[config.mk]
export PLATFORM = sky130hd
export DESIGN_NAME = RenameUnit
export DESIGN_NICKNAME = d
export VERILOG_FILES = /design/src/RenameTypes.sv /design/src/RenameOpDecoder.sv /design/src/RenameSerializer.sv /design/src/RenameMapTable.sv /design/src/RenameActiveList.sv /design/src/RenameStage.sv /design/src/RenameUnit.sv
export SDC_FILE = /design/constraint.sdc
export NUM_CORES = 1
export LEC_CHECK = 0
export BUFFER_PORTS_ARGS = -buffer_cell sky130_fd_sc_hd__clkbuf_2
export CAP_MARGIN = 20
export CORE_MARGIN = 3
export CORE_UTILIZATION = 55
export DETAILED_ROUTE_END_ITERATION = 12
export PLACE_DENSITY = 0.76
export SKIP_LAST_GASP = 1
export SLEW_MARGIN = 20
export SYNTH_ARGS = -nofsm -noshare
export SYNTH_HDL_FRONTEND = slang
export SYNTH_SLANG_ARGS = --single-unit
[constraint.sdc]
create_clock -name clk -period 2.7 [get_ports clk]
set_input_delay 0.27 -clock clk [delete_from_list [all_inputs] [get_ports clk]]
set_output_delay 0.27 -clock clk [all_outputs]
set_load 0.01 [all_outputs]
[src/RenameTypes.sv]
/*
 * Shared definitions for the rename unit
 * Micro-op word layout, logical register widths,
 * op class encoding and serializer phases
 */
`default_nettype none

package RenameTypes;

    localparam int OpWordWidth  = 12;
    localparam int OpClassWidth = 3;
    localparam int LogRegWidth  = 3;
    localparam int LogRegs      = 2 ** LogRegWidth;

    // Field positions, class in the top bits
    localparam int ClassLsb = OpWordWidth - OpClassWidth;
    localparam int DstLsb   = ClassLsb - LogRegWidth;
    localparam int SrcALsb  = DstLsb - LogRegWidth;
    localparam int SrcBLsb  = SrcALsb - LogRegWidth;

    // Codes 6 and 7 are illegal and rename as OP_ALU
    typedef enum logic [OpClassWidth-1:0] {
        OP_ALU    = 3'd0,
        OP_LOAD   = 3'd1,
        OP_STORE  = 3'd2,
        OP_BRANCH = 3'd3,
        OP_SYSTEM = 3'd4,
        OP_FENCE  = 3'd5
    } OpClass;

    typedef enum logic {
        PHASE_NORMAL   = 1'b0,
        PHASE_WAIT_OWN = 1'b1
    } SerialPhase;

endpackage

`default_nettype wire

[src/RenameOpDecoder.sv]
/*
 * Micro-op decoder
 * Slices class and register fields, derives read/write and class flags
 */
`timescale 1ns/1ps
`default_nettype none

module RenameOpDecoder (
    input  logic [RenameTypes::OpWordWidth-1:0] opWord,
    output RenameTypes::OpClass                 opClass,
    output logic [RenameTypes::LogRegWidth-1:0] logDst,
    output logic [RenameTypes::LogRegWidth-1:0] logSrcA,
    output logic [RenameTypes::LogRegWidth-1:0] logSrcB,
    output logic writeReg,
    output logic readA,
    output logic readB,
    output logic isLoad,
    output logic isStore,
    output logic isBranch,
    output logic serialized,
    output logic isFence,
    output logic undefined
);
    logic [RenameTypes::OpClassWidth-1:0] rawClass;

    assign rawClass  = opWord[RenameTypes::ClassLsb +: RenameTypes::OpClassWidth];
    assign undefined = rawClass > RenameTypes::OpClassWidth'(RenameTypes::OP_FENCE);
    assign opClass   = undefined ? RenameTypes::OP_ALU : RenameTypes::OpClass'(rawClass);

    always_comb begin
        writeReg = 1'b0;
        readA    = 1'b0;
        readB    = 1'b0;
        case (opClass)
            RenameTypes::OP_ALU: begin
                writeReg = 1'b1;
                readA    = 1'b1;
                readB    = 1'b1;
            end
            RenameTypes::OP_LOAD: begin
                writeReg = 1'b1;
                readA    = 1'b1;
            end
            RenameTypes::OP_STORE, RenameTypes::OP_BRANCH: begin
                readA = 1'b1;
                readB = 1'b1;
            end
            RenameTypes::OP_SYSTEM: writeReg = 1'b1;
            default: ;
        endcase
    end

    assign isLoad     = opClass == RenameTypes::OP_LOAD;
    assign isStore    = opClass == RenameTypes::OP_STORE;
    assign isBranch   = opClass == RenameTypes::OP_BRANCH;
    assign isFence    = opClass == RenameTypes::OP_FENCE;
    assign serialized = isFence || opClass == RenameTypes::OP_SYSTEM;

    // Unused fields read as register 0
    assign logDst  = writeReg ? opWord[RenameTypes::DstLsb +: RenameTypes::LogRegWidth] : '0;
    assign logSrcA = readA ? opWord[RenameTypes::SrcALsb +: RenameTypes::LogRegWidth] : '0;
    assign logSrcB = readB ? opWord[RenameTypes::SrcBLsb +: RenameTypes::LogRegWidth] : '0;

endmodule

`default_nettype wire

[src/RenameSerializer.sv]
/*
 * Serialization FSM for system and fence ops
 * Holds the op until older ops drain, then holds younger ops
 * until the serialized op itself has committed
 */
`timescale 1ns/1ps
`default_nettype none

module RenameSerializer (
    input  logic clk,
    input  logic rst,
    input  logic stall,
    input  logic clear,
    input  logic opValid,
    input  logic serialized,
    input  logic isFence,
    input  logic activeListEmpty,
    input  logic storeQueueEmpty,
    output logic serialize
);
    RenameTypes::SerialPhase phase;
    RenameTypes::SerialPhase nextPhase;
    logic olderPending;

    always_ff @(posedge clk) begin
        if (rst || clear) begin
            phase <= RenameTypes::PHASE_NORMAL;
        end else if (!stall) begin
            phase <= nextPhase;
        end
    end

    // A fence also waits for committed stores to drain
    assign olderPending = !activeListEmpty || (isFence && !storeQueueEmpty);

    always_comb begin
        serialize = 1'b0;
        nextPhase = phase;
        case (phase)
            RenameTypes::PHASE_NORMAL: begin
                if (opValid && serialized) begin
                    if (olderPending) begin
                        serialize = 1'b1;
                    end else begin
                        // Let the op itself through
                        nextPhase = RenameTypes::PHASE_WAIT_OWN;
                    end
                end
            end
            default: begin
                // Waiting on the serialized op's own commit
                if (!activeListEmpty || !storeQueueEmpty) begin
                    serialize = 1'b1;
                end else if (opValid && serialized) begin
                    // Next serialized op goes through and is waited on in turn
                    nextPhase = RenameTypes::PHASE_WAIT_OWN;
                end else begin
                    nextPhase = RenameTypes::PHASE_NORMAL;
                end
            end
        endcase
    end

endmodule

`default_nettype wire

[src/RenameMapTable.sv]
/*
 * Register map table and free list
 * Logical-to-physical map with combinational lookup,
 * circular free list popped at rename and pushed at commit
 */
`timescale 1ns/1ps
`default_nettype none

module RenameMapTable #(
    parameter int PhysRegs = 16,
    localparam int PhysWidth = $clog2(PhysRegs)
) (
    input  logic clk,
    input  logic rst,
    input  logic update,
    input  logic writeReg,
    input  logic [RenameTypes::LogRegWidth-1:0] logSrcA,
    input  logic [RenameTypes::LogRegWidth-1:0] logSrcB,
    input  logic [RenameTypes::LogRegWidth-1:0] logDst,
    input  logic readA,
    input  logic readB,
    input  logic freeValid,
    input  logic [PhysWidth-1:0] freeReg,
    output logic [PhysWidth-1:0] phySrcA,
    output logic [PhysWidth-1:0] phySrcB,
    output logic [PhysWidth-1:0] phyDst,
    output logic [PhysWidth-1:0] phyPrevDst,
    output logic freeListEmpty
);
    localparam int FreeSlots    = PhysRegs - RenameTypes::LogRegs;
    localparam int FreePtrWidth = (FreeSlots > 1) ? $clog2(FreeSlots) : 1;
    localparam int CountWidth   = $clog2(FreeSlots + 1);

    logic [PhysWidth-1:0]    mapTable [RenameTypes::LogRegs];
    logic [PhysWidth-1:0]    freeList [FreeSlots];
    logic [FreePtrWidth-1:0] head;
    logic [FreePtrWidth-1:0] tail;
    logic [CountWidth-1:0]   count;
    logic pop;

    // Slot count need not be a power of two
    function automatic logic [FreePtrWidth-1:0] advance(input logic [FreePtrWidth-1:0] ptr);
        return (ptr == FreePtrWidth'(FreeSlots - 1)) ? '0 : ptr + 1'b1;
    endfunction

    assign pop           = update && writeReg;
    assign freeListEmpty = count == '0;

    // Unread sources and non-writing ops report register 0
    assign phySrcA    = readA ? mapTable[logSrcA] : '0;
    assign phySrcB    = readB ? mapTable[logSrcB] : '0;
    assign phyDst     = writeReg ? freeList[head] : '0;
    assign phyPrevDst = writeReg ? mapTable[logDst] : '0;

    always_ff @(posedge clk) begin
        if (rst) begin
            // Identity map, registers above the logical ones are free
            for (int i = 0; i < RenameTypes::LogRegs; i++) begin
                mapTable[i] <= PhysWidth'(i);
            end
            for (int i = 0; i < FreeSlots; i++) begin
                freeList[i] <= PhysWidth'(RenameTypes::LogRegs + i);
            end
            head  <= '0;
            tail  <= '0;
            count <= CountWidth'(FreeSlots);
        end else begin
            if (pop) begin
                mapTable[logDst] <= freeList[head];
                head             <= advance(head);
            end
            if (freeValid) begin
                freeList[tail] <= freeReg;
                tail           <= advance(tail);
            end
            if (freeValid && !pop) begin
                count <= count + 1'b1;
            end else if (pop && !freeValid) begin
                count <= count - 1'b1;
            end
        end
    end

endmodule

`default_nettype wire

[src/RenameActiveList.sv]
/*
 * In-order active list
 * Allocation at the tail on rename, retirement at the head on commit,
 * registered commit results and same-cycle register release
 */
`timescale 1ns/1ps
`default_nettype none

module RenameActiveList #(
    parameter int ActiveListDepth = 8,
    parameter int PhysRegs = 16,
    localparam int PtrWidth = $clog2(ActiveListDepth),
    localparam int PhysWidth = $clog2(PhysRegs)
) (
    input  logic clk,
    input  logic rst,
    input  logic update,
    input  logic writeReg,
    input  logic undefined,
    input  logic [RenameTypes::LogRegWidth-1:0] logDst,
    input  logic [PhysWidth-1:0] phyDst,
    input  logic [PhysWidth-1:0] phyPrevDst,
    input  logic commit,
    output logic [PtrWidth-1:0] tailPtr,
    output logic empty,
    output logic full,
    output logic freeValid,
    output logic [PhysWidth-1:0] freeReg,
    output logic commitValid,
    output logic [RenameTypes::LogRegWidth-1:0] commitLogDst,
    output logic [PhysWidth-1:0] commitPhyDst,
    output logic commitUndefined
);
    logic [RenameTypes::LogRegWidth-1:0] entryLogDst     [ActiveListDepth];
    logic [PhysWidth-1:0]                entryPhyDst     [ActiveListDepth];
    logic [PhysWidth-1:0]                entryPhyPrevDst [ActiveListDepth];
    logic                                entryWriteReg   [ActiveListDepth];
    logic                                entryUndefined  [ActiveListDepth];

    logic [PtrWidth-1:0] head;
    logic [PtrWidth:0]   count;
    logic pop;

    assign empty   = count == '0;
    assign full    = count == (PtrWidth + 1)'(ActiveListDepth);
    assign tailPtr = head + count[PtrWidth-1:0];

    // A commit on an empty list is dropped
    assign pop = commit && !empty;

    // The old mapping of a retired writer goes back to the free list
    assign freeValid = pop && entryWriteReg[head];
    assign freeReg   = entryPhyPrevDst[head];

    always_ff @(posedge clk) begin
        if (update) begin
            entryLogDst[tailPtr]     <= logDst;
            entryPhyDst[tailPtr]     <= phyDst;
            entryPhyPrevDst[tailPtr] <= phyPrevDst;
            entryWriteReg[tailPtr]   <= writeReg;
            entryUndefined[tailPtr]  <= undefined;
        end
        commitLogDst    <= entryLogDst[head];
        commitPhyDst    <= entryPhyDst[head];
        commitUndefined <= entryUndefined[head];
    end

    always_ff @(posedge clk) begin
        if (rst) begin
            head        <= '0;
            count       <= '0;
            commitValid <= 1'b0;
        end else begin
            commitValid <= pop;
            if (pop) begin
                head <= head + 1'b1;
            end
            if (update && !pop) begin
                count <= count + 1'b1;
            end else if (pop && !update) begin
                count <= count - 1'b1;
            end
        end
    end

endmodule

`default_nettype wire

[src/RenameStage.sv]
/*
 * Rename stage
 * Stage register, stall and allocation strobe, renamed result output
 */
`timescale 1ns/1ps
`default_nettype none

module RenameStage #(
    parameter int PhysRegs = 16,
    parameter int ActiveListDepth = 8,
    localparam int PhysWidth = $clog2(PhysRegs),
    localparam int PtrWidth = $clog2(ActiveListDepth)
) (
    input  logic clk,
    input  logic rst,
    input  logic flush,
    input  logic opValid,
    input  logic [RenameTypes::OpWordWidth-1:0] opWord,
    input  logic writeReg,
    input  logic isLoad,
    input  logic isStore,
    input  logic isBranch,
    input  logic serialized,
    input  logic isFence,
    input  logic freeListEmpty,
    input  logic activeListFull,
    input  logic activeListEmpty,
    input  logic storeQueueEmpty,
    input  logic [PhysWidth-1:0] phySrcA,
    input  logic [PhysWidth-1:0] phySrcB,
    input  logic [PhysWidth-1:0] phyDst,
    input  logic [PhysWidth-1:0] phyPrevDst,
    input  logic [PtrWidth-1:0] activeListPtr,
    output logic inReady,
    output logic [RenameTypes::OpWordWidth-1:0] heldWord,
    output logic update,
    output logic outValid,
    output logic [PhysWidth-1:0] outPhySrcA,
    output logic [PhysWidth-1:0] outPhySrcB,
    output logic [PhysWidth-1:0] outPhyDst,
    output logic [PhysWidth-1:0] outPhyPrevDst,
    output logic [PtrWidth-1:0] outActiveListPtr,
    output logic outIsLoad,
    output logic outIsStore,
    output logic outIsBranch
);
    logic heldValid;
    logic resourceStall;
    logic serialize;
    logic stall;

    // Resource stall only, serialize depends on the phase register
    assign resourceStall = heldValid && ((writeReg && freeListEmpty) || activeListFull);
    assign stall         = resourceStall || serialize;
    assign update        = heldValid && !flush && !stall;
    assign inReady       = !heldValid || update;

    RenameSerializer serializer (
        .clk            (clk),
        .rst            (rst),
        .stall          (resourceStall),
        .clear          (flush),
        .opValid        (heldValid),
        .serialized     (serialized),
        .isFence        (isFence),
        .activeListEmpty(activeListEmpty),
        .storeQueueEmpty(storeQueueEmpty),
        .serialize      (serialize)
    );

    // A flushed op is dropped, a new op may still enter at that edge
    always_ff @(posedge clk) begin
        if (rst) begin
            heldValid <= 1'b0;
        end else if (opValid && inReady) begin
            heldValid <= 1'b1;
        end else if (update || flush) begin
            heldValid <= 1'b0;
        end
    end

    always_ff @(posedge clk) begin
        if (opValid && inReady) begin
            heldWord <= opWord;
        end
    end

    // Renamed result is valid in the allocation cycle
    assign outValid         = update;
    assign outPhySrcA       = phySrcA;
    assign outPhySrcB       = phySrcB;
    assign outPhyDst        = phyDst;
    assign outPhyPrevDst    = phyPrevDst;
    assign outActiveListPtr = activeListPtr;
    assign outIsLoad        = isLoad;
    assign outIsStore       = isStore;
    assign outIsBranch      = isBranch;

endmodule

`default_nettype wire

[src/RenameUnit.sv]
/*
 * Rename unit top level
 * Decoder, rename stage, map table and active list
 */
`timescale 1ns/1ps
`default_nettype none

module RenameUnit #(
    parameter int PhysRegs = 16,
    parameter int ActiveListDepth = 8,
    localparam int PhysWidth = $clog2(PhysRegs),
    localparam int PtrWidth = $clog2(ActiveListDepth)
) (
    input  logic clk,
    input  logic rst,
    input  logic opValid,
    input  logic [RenameTypes::OpWordWidth-1:0] opWord,
    input  logic commit,
    input  logic storeQueueEmpty,
    input  logic flush,
    output logic inReady,
    output logic outValid,
    output logic [PhysWidth-1:0] outPhySrcA,
    output logic [PhysWidth-1:0] outPhySrcB,
    output logic [PhysWidth-1:0] outPhyDst,
    output logic [PhysWidth-1:0] outPhyPrevDst,
    output logic [PtrWidth-1:0] outActiveListPtr,
    output logic outIsLoad,
    output logic outIsStore,
    output logic outIsBranch,
    output logic commitValid,
    output logic [RenameTypes::LogRegWidth-1:0] commitLogDst,
    output logic [PhysWidth-1:0] commitPhyDst,
    output logic commitUndefined
);
    logic [RenameTypes::OpWordWidth-1:0] heldWord;
    logic [RenameTypes::LogRegWidth-1:0] logDst;
    logic [RenameTypes::LogRegWidth-1:0] logSrcA;
    logic [RenameTypes::LogRegWidth-1:0] logSrcB;
    logic writeReg, readA, readB, isLoad, isStore, isBranch;
    logic serialized, isFence, undefined;
    logic update;
    logic [PhysWidth-1:0] phySrcA, phySrcB, phyDst, phyPrevDst;
    logic freeListEmpty;
    logic [PtrWidth-1:0] alTailPtr;
    logic alEmpty, alFull;
    logic freeValid;
    logic [PhysWidth-1:0] freeReg;

    // Class is consumed inside the decoder only
    RenameOpDecoder decoder (
        .opWord    (heldWord),
        .opClass   (),
        .logDst    (logDst),
        .logSrcA   (logSrcA),
        .logSrcB   (logSrcB),
        .writeReg  (writeReg),
        .readA     (readA),
        .readB     (readB),
        .isLoad    (isLoad),
        .isStore   (isStore),
        .isBranch  (isBranch),
        .serialized(serialized),
        .isFence   (isFence),
        .undefined (undefined)
    );

    RenameStage #(
        .PhysRegs       (PhysRegs),
        .ActiveListDepth(ActiveListDepth)
    ) stage (
        .clk             (clk),
        .rst             (rst),
        .flush           (flush),
        .opValid         (opValid),
        .opWord          (opWord),
        .writeReg        (writeReg),
        .isLoad          (isLoad),
        .isStore         (isStore),
        .isBranch        (isBranch),
        .serialized      (serialized),
        .isFence         (isFence),
        .freeListEmpty   (freeListEmpty),
        .activeListFull  (alFull),
        .activeListEmpty (alEmpty),
        .storeQueueEmpty (storeQueueEmpty),
        .phySrcA         (phySrcA),
        .phySrcB         (phySrcB),
        .phyDst          (phyDst),
        .phyPrevDst      (phyPrevDst),
        .activeListPtr   (alTailPtr),
        .inReady         (inReady),
        .heldWord        (heldWord),
        .update          (update),
        .outValid        (outValid),
        .outPhySrcA      (outPhySrcA),
        .outPhySrcB      (outPhySrcB),
        .outPhyDst       (outPhyDst),
        .outPhyPrevDst   (outPhyPrevDst),
        .outActiveListPtr(outActiveListPtr),
        .outIsLoad       (outIsLoad),
        .outIsStore      (outIsStore),
        .outIsBranch     (outIsBranch)
    );

    RenameMapTable #(
        .PhysRegs(PhysRegs)
    ) mapTable (
        .clk          (clk),
        .rst          (rst),
        .update       (update),
        .writeReg     (writeReg),
        .logSrcA      (logSrcA),
        .logSrcB      (logSrcB),
        .logDst       (logDst),
        .readA        (readA),
        .readB        (readB),
        .freeValid    (freeValid),
        .freeReg      (freeReg),
        .phySrcA      (phySrcA),
        .phySrcB      (phySrcB),
        .phyDst       (phyDst),
        .phyPrevDst   (phyPrevDst),
        .freeListEmpty(freeListEmpty)
    );

    RenameActiveList #(
        .ActiveListDepth(ActiveListDepth),
        .PhysRegs       (PhysRegs)
    ) activeList (
        .clk            (clk),
        .rst            (rst),
        .update         (update),
        .writeReg       (writeReg),
        .undefined      (undefined),
        .logDst         (logDst),
        .phyDst         (phyDst),
        .phyPrevDst     (phyPrevDst),
        .commit         (commit),
        .tailPtr        (alTailPtr),
        .empty          (alEmpty),
        .full           (alFull),
        .freeValid      (freeValid),
        .freeReg        (freeReg),
        .commitValid    (commitValid),
        .commitLogDst   (commitLogDst),
        .commitPhyDst   (commitPhyDst),
        .commitUndefined(commitUndefined)
    );

endmodule

`default_nettype wire

Word-level counts from Yosys, hierarchy flattened

Memory sizes are Yosys's and may differ from the RTL's. A register that Yosys moved wholly into a read port is not among the register bits.
Index checks and enable logic that the tools add are counted.

Register bits: 32
RAM bits: 168
Input bits: 18
Output and inout port bits: 33
Word-level logic and storage cells: 125
Memories: 7

$add $sub $neg: 8
$lt $le $gt $ge: 1
Equality and inequality tests: 8
Multiplexer cells: 50
Reduce and logical (&&, ||, !) cells: 42

Memories:

| memory                     | words | width | rd ports | clocked after memory_dff | write ports | line                   | text |
|---|---|---|---|---|---|---|---|
| activeList.entryPhyDst     | 8     | 4     | 1        | 1                        | 1           | RenameActiveList.sv:35 | `logic [PhysWidth-1:0] entryPhyDst [ActiveListDepth];` |
| activeList.entryPhyPrevDst | 8     | 4     | 1        | 1                        | 1           | RenameActiveList.sv:36 | `logic [PhysWidth-1:0] entryPhyPrevDst [ActiveListDepth];` |
| mapTable.freeList          | 8     | 4     | 1        | 1                        | 8           | RenameMapTable.sv:35   | `logic [PhysWidth-1:0] freeList [FreeSlots];` |
| mapTable.mapTable          | 8     | 4     | 3        | 0                        | 8           | RenameMapTable.sv:34   | `logic [PhysWidth-1:0] mapTable [RenameTypes::LogRegs];` |
| activeList.entryLogDst     | 8     | 3     | 1        | 1                        | 1           | RenameActiveList.sv:34 | `logic [RenameTypes::LogRegWidth-1:0] entryLogDst [ActiveListDepth];` |
| activeList.entryUndefined  | 8     | 1     | 1        | 1                        | 1           | RenameActiveList.sv:38 | `logic entryUndefined [ActiveListDepth];` |
| 1 more memories            | n/a   | n/a   | n/a      | n/a                      | n/a         | n/a                    |  |

Operators by type and width:

| kind                | number |
|---|---|
| $mux 3              | 14 |
| $mux 4              | 10 |
| $mux 1              | 26 |
| $logic_and 1x1->1   | 14 |
| $eq 3x3->1 const B  | 4 |
| $reduce_or 4->1     | 3 |
| $add 3x1->3 const B | 3 |
| $logic_not 1->1     | 9 |
| $add 4x1->4 const B | 2 |
| $logic_not 4->1     | 2 |
| $logic_or 1x1->1    | 8 |
| $sub 4x1->4 const B | 2 |
| $eq 3x2->1 const B  | 2 |
| $reduce_bool 2->1   | 3 |
| $reduce_or 3->1     | 2 |
| $eq 4x4->1 const B  | 1 |
| $add 3x3->3         | 1 |
| $eq 3x1->1 const B  | 1 |
| $gt 3x3->1 const B  | 1 |
| $logic_not 3->1     | 1 |

Longest topological paths before layout

Gate-level depths: netlist of run 1.

Depth after elaboration: 17
Mapped depth: 14
Gate-level depth less buffers: 13

Hierarchy

A second synthesis of run 1 with hierarchy kept.

Cell total of the unflattened synthesis: 664
Area total of the unflattened synthesis: 9982.1 um^2

By module, submodules not included:

| module           | times used | cells an instance | area an instance (um^2) | sequential area each (um^2) |
|---|---|---|---|---|
| RenameActiveList | 1          | 224               | 4732.0                  | 3503.4 |
| RenameMapTable   | 1          | 337               | 4214.0                  | 2182.1 |
| RenameStage      | 1          | 48                | 630.6                   | 380.4 |
| RenameOpDecoder  | 1          | 45                | 320.3                   | 0.0 |
| RenameSerializer | 1          | 10                | 85.1                    | 20.0 |

Worst setup path after synthesis of run 1

Ideal clock, no wire load.

Path kind: flip-flop to flip-flop
Start point: register activeList.count[0]
End point: register activeList.count[3]
Setup time: 0.071 ns
Arrival: 3.068 ns
Required time: 2.629 ns
Path slack: -0.439 ns
Cell stages (with the launch flop): 14
Buffers on the path: 0
Period minus slack after synthesis: 3.139 ns
Path through: dfxtp_1 nor4_4 a2bb2oi_2 a31oi_4 o21ai_0 nor3b_1 ha_1 inv_1 ha_1 a21o_1 a21oi_1 xnor2_1 or3_1 a21oi_1

Word-level cells in the longest chain between the ends: 12
Elaborated cells between the ends (all ways): 24
Classes of those cells: add/sub (2); eq/ne (1); mux (6); reduce/logical (15)

Ends and longest elaborated chain:

| item                        | line                                           | text |
|---|---|---|
| start, declared             | RenameActiveList.sv:41                         | `logic [PtrWidth:0] count;` |
| start signal, assigned      | RenameActiveList.sv:79                         | `count <= count + 1'b1;` |
| start signal, assigned      | RenameActiveList.sv:81                         | `count <= count - 1'b1;` |
| $logic_not 4->1             | RenameActiveList.sv:44                         | `assign empty = count == '0;` |
| $logic_not 1->1             | RenameSerializer.sv:34, RenameSerializer.sv:52 |  |
| $logic_or 1x1->1            | RenameSerializer.sv:34                         | `assign olderPending = !activeListEmpty \|\| (isFence && !storeQueueEmpty);` |
| $mux 1                      | RenameSerializer.sv:42                         | `if (olderPending) begin` |
| $mux 1                      | RenameSerializer.sv:41                         | `if (opValid && serialized) begin` |
| $mux 1                      | RenameSerializer.sv:39                         | `case (phase)` |
| $logic_or 1x1->1 (*)        | RenameStage.sv:54                              | `assign stall = resourceStall \|\| serialize;` |
| $logic_not 1->1 (*)         | RenameStage.sv:55                              | `assign update = heldValid && !flush && !stall;` |
| $logic_and 1x1->1 (*)       | RenameStage.sv:55                              |  |
| via outValid                | RenameUnit.sv:22                               | `output logic outValid,` |
| $logic_not 1->1             | RenameActiveList.sv:80                         | `end else if (pop && !update) begin` |
| $logic_and 1x1->1           | RenameActiveList.sv:80                         |  |
| $reduce_bool 2->1 (no line) | n/a                                            |  |

The timed path passes the listed nets; every way through them passes the cells marked *. The select of a mux whose other input is x is not followed.
A chain may end at the register's enable or synchronous reset.

Worst setup path after layout of run 1

Start point: register activeList.count[0]
End point: register activeList.count[3]

Word-level cells in the longest chain between the ends: 12
Elaborated cells between the ends (all ways): 24
Classes of those cells: add/sub (2); eq/ne (1); mux (6); reduce/logical (15)

Ends and longest elaborated chain:

| item                        | line |
|---|---|
| $logic_not 4->1             | RenameActiveList.sv:44 |
| $logic_not 1->1             | RenameSerializer.sv:34, RenameSerializer.sv:52, RenameActiveList.sv:49 |
| $logic_or 1x1->1            | RenameSerializer.sv:34 |
| $mux 1                      | RenameSerializer.sv:42 |
| $mux 1                      | RenameSerializer.sv:41 |
| $mux 1                      | RenameSerializer.sv:39 |
| $logic_or 1x1->1            | RenameStage.sv:54 |
| $logic_not 1->1             | RenameStage.sv:55 |
| $logic_and 1x1->1           | RenameStage.sv:55 |
| $logic_not 1->1             | RenameActiveList.sv:80 |
| $logic_and 1x1->1           | RenameActiveList.sv:80 |
| $reduce_bool 2->1 (no line) | n/a |

Several ways; a longest one is shown, not always the timed one. The select of a mux whose other input is x is not followed.

==> summary.txt, run 1 <==
Max Cap Violations: 0
min-delay src: opValid
P_sw: 3.056 mW
crit share post-route: 104.9%
Post-synth EDFFs: 180
Worst Skew: 7.801 ps
clk buf depth: 3
cell count after synthesis: 649
clock network fraction of design power: 30.6%
largest net degree at the start of global routing: 31
syn_area_per_cell: 14.86 um2
FF-to-FF path depth: 13
Critical Setup Path Class: reg2reg
FF-to-FF End: activeList.count[3]
GR Util All Layers: 23.32%
design area: 0.01184 mm2
die area: 0.01915 mm2
vias per cell: 6.112
drt wl/cell: 22.33 um
r2r setup slk: -130 ps
Yosys reg bits: 214
Nets: 810
Crit path depth: 13
Ys Warns: 0
clock latency on the worst-skew pair: 500 ps
CTS tree: done
final core occ: 70.13%
Tot Pwr: 10.30 mW
DR iter-0 viols: 634
CORE AREA: 0.01688 mm2
post-place instance area: 0.01062 mm2
synthesized area: 0.009642 mm2
Rel. slew slack: 53.28%
CTS H-tree lvls: 1
CP required: 3130 ps
die width: 138.4 um
drt first pass iters: 5
Final HPWL DP: 15.17 mm
CTS root buf: clkbuf_16
worst path bufs/invs: 1
critical path endpoint category: flip-flop
cell family with most CP delay: simple AND/OR/NAND/NOR gates
Synth cell types: 56
DP Worst Slack: -163.3 ps
number of global-route vias before repair: 6486
register area share after synthesis: 63.12%
first-pass GRT wire length: 35.78 mm
max-slew violations: 0
Fill cells: 1068
Hold Crit Depth: 2
clock tree sinks: 214
n_diodes: 0
async set-reset flop share out of synthesis: 0%
Vias: 6191
CTS clk-pin slew, worst paths: 60 ps
Crit Path Max Fanout: 2
commonest non-fill, non-tap cells in the layout: edfxtp_1, buf_4, nand2_1
commonest non-fill, non-tap cell in the layout: edfxtp_1
combinational cell fraction of total power: 29.4%
PortBufs: 50
Crit-path slowest cell: or3_4
Layout area overhead: 22.76%
syn_nets: 682
sequential power share: 40.1%
grt total ovfl: 0
Final Hold Violating Endpoints: 0
status: finished, violations left
min Tclk post-route: 2832 ps
fraction of final layout cells sized beyond drive strength 1: 34.80%
Hold Path Sink: stage.heldValid
Final Routed Wirelength: 22.62 mm
setup ws final: -131.6 ps
Tightest Hold Check Type: in2reg
chip height: 138.4 um
Leak: 4.054 nW
initial antenna violation count: 0
Net Sw Frac: 29.68%
number of I/O pins: 51
predominant post-synthesis flop cell: edfxtp_1
total CTS buffers: 22
Rows: 47
CP Launch Type: flip-flop
worst path cell trace: nor4_4, a2bb2oi_2, a31oi_4, o21ai_4, nor3b_2, ha_2, inv_2, ha_4, a21o_1, a21oi_4, xnor2_2, or3_4, a21oi_2
unrepaired setup endpoints after global routing: yes
Post-DRT Antenna Nets: 0
Max Clk Rate: 0.3532 GHz
crit path DAT: 3260 ps
final setup vio count: 1
Worst Tran Pin Value: 700.9 ps
IR drop worst, VDD: 0.7899 mV
Starting Density: 57.13%
routability-driven placement congestion ratio: 0.9307
failing checks: negative setup slack
reg2reg start: activeList.count[0]
hold_ws: 57.98 ps
PwrDens: 870.0 mW/mm2
DRC: 0
Internal: 7.242 mW
delay of the slowest critical-path stage: 370 ps
synthesized netlist by cell type, drive strengths merged (6+ instances only):
cell    instances  area share, %
a21o            6           0.47
a21oi          16           0.83
and3            7           0.45
buf            13           0.75
clkbuf         21           0.82
dfxtp          34            7.1
edfxtp        180             56
ha             12            1.6
inv            10           0.39
mux2            9            1.1
mux2i          17            1.8
mux4           51             12
nand2          53            2.1
nand2b         12           0.86
nand3          19           0.99
nor2           48            1.9
nor2b          16            1.0
nor3           20            1.0
nor3b           6           0.47
o21ai          19           0.99
o31ai          10           0.83
xnor2           6           0.55
repair_timing:
action | 4_1_cts | 5_1_grt
hold buffers | 12 | 0
endpoints found under the hold margin | 12 | 0
pin swaps | 3 | 16
endpoints found under the setup margin | 44 | 67
gates cloned | 0 | 1
resized for setup | 10 | 34
buffers inserted | 7 | 8
flip-flops by register name, summed over array words and instances (netlist names), 8 cells and up, named ones only:
register	cells
activeList.entryPhyDst	32
activeList.entryPhyPrevDst	32
mapTable.freeList	32
mapTable.mapTable	32
activeList.entryLogDst	24
stage.heldWord	12
activeList.entryUndefined	8
activeList.entryWriteReg	8
stage by stage:
stage          setup TNS [ps]  cells
2_1_floorplan          -231.2    649
3_3_place_gp           -22.30    945
3_5_place_dp           -242.4    945
4_1_cts                -164.2   1004
5_1_grt                 -1773   1013
6_report               -131.6   1013
power by group through the flow:
stage	clock [mW]	combinational (mW)	sequential, mW
final	3.15	3.02	4.13
after global routing	3.33	3.26	4.16
after CTS	3.20	2.80	4.12
after detailed placement	0	2.68	4.19
after global placement	0	2.59	4.17
after floorplan	0	1.78	4.17
per-layer routing:
layer | GRT usage [%] | up-vias | wire length, um
met2 | 41.06 | 256 | 11750
met3 | 2.970 | 49 | 1392
met1 | 30.71 | 3088 | 8899
li1 | - | 2798 | -
met4 | 6.812 | 0 | 583
met5 | 0 | - | 0
final cells by class:
| class | count | area, um2 | share of cell area (%) |
|---|---|---|---|
| clock buffer | 31 | 635.6 | 5.370 |
| clock inverter | 9 | 125.1 | 1.057 |
| inverter | 10 | 41.29 | 0.3488 |
| multi-input combinational | 391 | 3595 | 30.37 |
| sequential | 214 | 6095 | 51.49 |
| tap | 220 | 275.3 | 2.326 |
| timing repair buffer | 138 | 1070 | 9.038 |
worst max-delay path by stage:
| stage | start | endpoint |
|---|---|---|
| 6_report | activeList.count[0] | activeList.count[3] |
| 5_1_grt | activeList.count[0] | activeList.count[3] |
| 4_1_cts | activeList.count[3] | activeList.count[3] |
| 3_5_place_dp | activeList.count[0] | activeList.count[3] |
| 3_3_place_gp | activeList.count[0] | activeList.count[3] |
| 2_1_floorplan | stage.heldWord[11] | activeList.count[3] |
logic make-up after synthesis:
group | synth area share (%)
compound gates | 5.878
xor+xnor | 0.8176
fa+ha+maj | 2.180
buf+inv | 1.959
flops | 63.12
mux | 14.73
simple gates | 11.32
Power figures use the tool's default switching activity.
==> inputs of run 2 (changes only) <==
--- a/config.mk
+++ b/config.mk
@@ -11,6 +11,7 @@
 export CORE_UTILIZATION = 55
 export DETAILED_ROUTE_END_ITERATION = 12
 export PLACE_DENSITY = 0.76
+export SKIP_CTS_REPAIR_TIMING = 1
 export SKIP_LAST_GASP = 1
 export SLEW_MARGIN = 20
 export SYNTH_ARGS = -nofsm -noshare
==> summary.txt, run 2 (synthesis results as in run 1) <==
status: finished, violations left (unchanged)
failing checks: negative setup slack (unchanged)
Internal: 7.220 mW (was 7.242 mW)
DRC: 0 (unchanged)
Crit Path Max Fanout: 3 (was 2)
setup ws final: -56.78 ps (was -131.6 ps)
clock network fraction of design power: 30.8% (was 30.6%)
Nets: 808 (was 810)
Rows: 47 (unchanged)
number of global-route vias before repair: 6376 (was 6486)
DP Worst Slack: -163.3 ps (unchanged)
commonest non-fill, non-tap cells in the layout: edfxtp_1, buf_4, nand2_1 (unchanged)
fraction of final layout cells sized beyond drive strength 1: 34.51% (was 34.80%)
PortBufs: 50 (unchanged)
CTS H-tree lvls: 1 (unchanged)
combinational cell fraction of total power: 29.0% (was 29.4%)
Layout area overhead: 22.26% (was 22.76%)
Leak: 4.032 nW (was 4.054 nW)
placed cell count: 945 (unchanged)
CP Launch Type: flip-flop (unchanged)
CTS root buf: clkbuf_16 (unchanged)
setup TNS: -74.12 ps (was -131.6 ps)
PwrDens: 872.0 mW/mm2 (was 870.0 mW/mm2)
die width: 138.4 um (unchanged)
crit path DAT: 3200 ps (was 3260 ps)
Critical Setup Path Class: reg2reg (unchanged)
IR drop worst, VDD: 0.7447 mV (was 0.7899 mV)
GR Util All Layers: 23.02% (was 23.32%)
Worst Tran Pin Value: 710.7 ps (was 700.9 ps)
routability-driven placement congestion ratio: 0.9307 (unchanged)
Worst Skew: 7.691 ps (was 7.801 ps)
unrepaired setup endpoints after global routing: yes (unchanged)
Post-DRT Antenna Nets: 0 (unchanged)
clk buf depth: 3 (unchanged)
largest net degree at the start of global routing: 31 (unchanged)
max-slew violations: 0 (unchanged)
n_diodes: 0 (unchanged)
first-pass GRT wire length: 35.29 mm (was 35.78 mm)
Net Sw Frac: 29.76% (was 29.68%)
CORE AREA: 0.01688 mm2 (unchanged)
Final HPWL DP: 15.17 mm (unchanged)
CP required: 3140 ps (was 3130 ps)
final core occ: 69.84% (was 70.13%)
clock latency on the worst-skew pair: 510 ps (was 500 ps)
P_sw: 3.059 mW (was 3.056 mW)
Starting Density: 57.13% (unchanged)
clock tree sinks: 214 (unchanged)
initial antenna violation count: 0 (unchanged)
drt wl/cell: 22.63 um (was 22.33 um)
die area: 0.01915 mm2 (unchanged)
final setup vio count: 3 (was 1)
CTS clk-pin slew, worst paths: 60 ps (about the same)
grt total ovfl: 0 (unchanged)
Final Hold Violating Endpoints: 0 (unchanged)
Tightest Hold Check Type: in2reg (unchanged)
commonest non-fill, non-tap cell in the layout: edfxtp_1 (unchanged)
Max Clk Rate: 0.3627 GHz (was 0.3532 GHz)
critical path endpoint category: flip-flop (unchanged)
Vias: 6269 (was 6191)
Final Routed Wirelength: 22.88 mm (was 22.62 mm)
total CTS buffers: 22 (unchanged)
drt first pass iters: 5 (unchanged)
Max Cap Violations: 0 (unchanged)
DR iter-0 viols: 659 (was 634)
crit share post-route: 102.1% (was 104.9%)
final std cells w/o fill: 1011 (was 1013)
Tot Pwr: 10.28 mW (was 10.30 mW)
number of I/O pins: 51 (unchanged)
min Tclk post-route: 2757 ps (was 2832 ps)
sequential power share: 40.2% (was 40.1%)
CTS tree: done (unchanged)
Rel. slew slack: 52.62% (was 53.28%)
Fill cells: 1069 (was 1068)
vias per cell: 6.201 (was 6.112)
chip height: 138.4 um (unchanged)
[run 2: final cells by class]
type                    instances  area [um2]  share of cell area (%)
clock buffers                  31       635.6                   5.392
clock inverters                 9       125.1                   1.061
inverters                      10       41.29                  0.3503
multi-input cells             391        3583                   30.40
flip-flops and latches        214        6093                   51.69
well taps                     220       275.3                   2.335
repair buffers                136        1033                   8.768
[run 2: metal layers]
metal  vias to the layer above  global-route usage (%)  part of all wire [%]
li1                       2785                       -                     -
met3                        54                   3.004                   7.0
met4                         0                   6.344                   2.5
met1                      3128                   30.38                    38
met5                         -                       0                     0
met2                       302                   40.60                    52
[run 2: per-stage QoR]
stage	hold slack, ps	instance area (um2)
after floorplan	368.9	9698
after global placement	447.5	10620
after detailed placement	448.6	10620
after CTS	-73.11	11380
after global routing	42.01	11790
final	53.62	11790
[run 2: worst paths after layout]
| path | startpoint | to | slack, ps | cells past startpoint |
|---|---|---|---|---|
| worst max-delay path | activeList.count[0] | activeList.count[3] | -60 | 13 |
| worst min-delay path | opValid | stage.heldValid | 50 | 2 |
| worst max register to register | activeList.count[0] | activeList.count[3] | -60 | 13 |
| worst min register to register | mapTable.count[3] | mapTable.count[3] | 520 | 2 |
[run 2: critical path: stages, from the launching register on]
cell       delay (ps)
dfxtp_2           340
nor4_4            330
a2bb2oi_2         140
a31oi_4           200
o21ai_4            90
nor3b_2           210
ha_2              220
inv_2              60
ha_4              200
a21o_1            180
a21oi_4           150
xnor2_2            90
or3_4             370
a21oi_2           110
[run 2: power by group through the flow]
stage	sequential [mW]	combinational, mW	clock [mW]
finish	4.13	2.98	3.16
global route	4.16	3.23	3.32
CTS	4.12	2.72	3.20
detailed placement	4.19	2.68	0
global placement	4.17	2.59	0
floorplan	4.17	1.78	0
==> inputs of run 3 (changes only) <==
--- a/config.mk
+++ b/config.mk
@@ -10,7 +10,7 @@
 export CORE_MARGIN = 3
 export CORE_UTILIZATION = 55
 export DETAILED_ROUTE_END_ITERATION = 12
-export PLACE_DENSITY = 0.76
+export PLACE_DENSITY = 0.73
 export SKIP_CTS_REPAIR_TIMING = 1
 export SKIP_LAST_GASP = 1
 export SLEW_MARGIN = 20
==> constraint.sdc (replaced) <==
create_clock -name clk -period 3 [get_ports clk]
set_input_delay 0.3 -clock clk [delete_from_list [all_inputs] [get_ports clk]]
set_output_delay 0.3 -clock clk [all_outputs]
set_load 0.01 [all_outputs]
==> summary.txt, run 3 (synthesis results as in run 1) <==
CORE AREA: 0.01688 mm2 (unchanged)
P_sw: 2.594 mW (was 3.059 mW)
Internal: 6.406 mW (was 7.220 mW)
drt first pass iters: 5 (unchanged)
status: completed (was finished, violations left)
r2r setup slk: 60 ps (was -60 ps)
crit path DAT: 3370 ps (was 3200 ps)
CP Launch Type: flip-flop (unchanged)
Final Routed Wirelength: 21.88 mm (was 22.88 mm)
Final HPWL DP: 15.17 mm (about the same)
clock latency on the worst-skew pair: 510 ps (about the same)
Max Cap Violations: 0 (unchanged)
Worst Tran Pin Value: 744.0 ps (was 710.7 ps)
Net Sw Frac: 28.82% (was 29.76%)
DP Worst Slack: -18.64 ps (was -163.3 ps)
Worst Skew: 13.06 ps (was 7.691 ps)
PwrDens: 793.3 mW/mm2 (was 872.0 mW/mm2)
final core occ: 67.23% (was 69.84%)
number of I/O pins: 51 (unchanged)
number of global-route vias before repair: 6227 (was 6376)
Leak: 3.872 nW (was 4.032 nW)
total CTS buffers: 23 (was 22)
Fill cells: 1169 (was 1069)
commonest non-fill, non-tap cell in the layout: edfxtp_1 (unchanged)
grt total ovfl: 0 (unchanged)
PortBufs: 50 (unchanged)
Rows: 47 (unchanged)
Max Clk Rate: 0.3401 GHz (was 0.3627 GHz)
clk buf depth: 3 (unchanged)
GR Util All Layers: 22.81% (was 23.02%)
cell family with most CP delay: compound AO/OA/AOI/OAI gates (was simple AND/OR/NAND/NOR gates)
initial antenna violation count: 0 (unchanged)
most frequent CP cell: a21oi_1
drt wl/cell: 22.21 um (was 22.63 um)
Crit-path slowest cell: edfxtp_1 (was or3_4)
DR iter-0 viols: 564 (was 659)
Rel. slew slack: 50.40% (was 52.62%)
CTS H-tree lvls: 1 (unchanged)
Nets: 781 (was 808)
die width: 138.4 um (unchanged)
sequential power share: 41.4% (was 40.2%)
fraction of final layout cells sized beyond drive strength 1: 27.84% (was 34.51%)
FF-to-FF path depth: 13 (unchanged)
commonest non-fill, non-tap cells in the layout: edfxtp_1, nand2_1, mux4_2 (was edfxtp_1, buf_4, nand2_1)
Final Hold Violating Endpoints: 0 (unchanged)
DRC: 0 (unchanged)
Hold Crit Depth: 2 (unchanged)
min-delay src: opValid (unchanged)
IR drop worst, VDD: 0.6812 mV (was 0.7447 mV)
Starting Density: 57.13% (unchanged)
Crit path depth: 13 (unchanged)
Critical Setup Path Class: reg2reg (unchanged)
die area: 0.01915 mm2 (unchanged)
critical path endpoint category: flip-flop (unchanged)
Layout area overhead: 17.67% (was 22.26%)
combinational cell fraction of total power: 25.7% (was 29.0%)
min Tclk post-route: 2940 ps (was 2757 ps)
Hold Path Sink: stage.heldValid (unchanged)
Tightest Hold Check Type: in2reg (unchanged)
FF-to-FF End: activeList.count[3] (unchanged)
delay of the slowest critical-path stage: 440 ps (was 370 ps)
first-pass GRT wire length: 34.79 mm (was 35.29 mm)
unrepaired setup endpoints after global routing: yes (unchanged)
CP required: 3430 ps (was 3140 ps)
worst path bufs/invs: 1 (unchanged)
max-slew violations: 0 (unchanged)
crit share post-route: 98.01% (was 102.1%)
final setup vio count: 0 (was 3)
chip height: 138.4 um (unchanged)
clock tree sinks: 214 (unchanged)
CTS clk-pin slew, worst paths: 60 ps (about the same)
n_diodes: 0 (unchanged)
CTS tree: done (unchanged)
largest net degree at the start of global routing: 31 (unchanged)
vias per cell: 6.192 (was 6.201)
reg2reg start: stage.heldWord[9] (was activeList.count[0])
routability-driven placement congestion ratio: 0.8764 (was 0.9307)
worst path cell trace: o21bai_1, a2bb2oi_2, a31oi_4, o21ai_2, nor3b_2, ha_2, inv_1, ha_1, a21o_1, a21oi_1, xnor2_1, or3_1, a21oi_1 (was nor4_4, a2bb2oi_2, a31oi_4, o21ai_4, nor3b_2, ha_2, inv_2, ha_4, a21o_1, a21oi_4, xnor2_2, or3_4, a21oi_2)
Post-DRT Antenna Nets: 0 (unchanged)
setup ws final: 59.69 ps (was -56.78 ps)
clock network fraction of design power: 32.9% (was 30.8%)
Crit Path Max Fanout: 5 (was 3)
CTS root buf: clkbuf_16 (unchanged)
Vias: 6099 (was 6269)
-- run 3: cell type report --
class / count / area [um2] / share of cell area (%)
clock buffers: 33 / 685.7 / 6.043
clock inverters: 9 / 123.9 / 1.092
inverters: 10 / 37.54 / 0.3308
multi-input cells: 391 / 3396 / 29.93
flip-flops and latches: 214 / 6087 / 53.65
well taps: 220 / 275.3 / 2.426
repair buffers: 108 / 740.7 / 6.528
-- run 3: power by group through the flow --
stage / clock network, mW / registers, mW / logic, mW
after detailed placement: 0 / 3.78 / 2.27
after floorplan: 0 / 3.75 / 1.57
final: 2.96 / 3.72 / 2.31
after CTS: 3.01 / 3.72 / 2.29
after global routing: 3.14 / 3.75 / 2.53
after global placement: 0 / 3.76 / 2.21
-- run 3: worst register-to-register path: stages (launching register included) --
cell	delay [ps]
edfxtp_1	440
o21bai_1	210
a2bb2oi_2	110
a31oi_4	170
o21ai_2	110
nor3b_2	270
ha_2	240
inv_1	90
ha_1	300
a21o_1	180
a21oi_1	170
xnor2_1	110
or3_1	310
a21oi_1	150
-- run 3: worst max-delay path by stage --
| stage | to | slack, ps | start |
|---|---|---|---|
| after floorplan | activeList.count[3] | -4 | activeList.count[0] |
| after global placement | activeList.count[3] | 160 | activeList.count[0] |
| after detailed placement | activeList.count[3] | -20 | stage.heldWord[9] |
| after CTS | activeList.count[3] | -40 | stage.heldWord[9] |
| after global routing | activeList.count[3] | -140 | activeList.count[0] |
| final | activeList.count[3] | 60 | stage.heldWord[9] |
-- run 3: stage by stage --
stage                     total power, mW  std cells  hold slack [ps]  setup TNS, ps  area (um2)
after floorplan                     5.313        649            398.9         -3.552        9657
after global placement              5.966        930            476.4              0       10390
after detailed placement            6.051        930            479.1         -18.64       10390
after CTS                           9.025        972           -49.25         -51.58       11200
after global routing                9.417        985            86.89         -165.3       11350
final                               9.000        985            79.55              0       11350
-- run 3: metal layers --
layer,GRT usage [%],up-vias,share of wire (%)
met4,6.552,0,2.4
met3,4.938,41,8.8
met2,38.18,309,50
met5,0,-,0
met1,30.53,3016,39
li1,-,2733,-
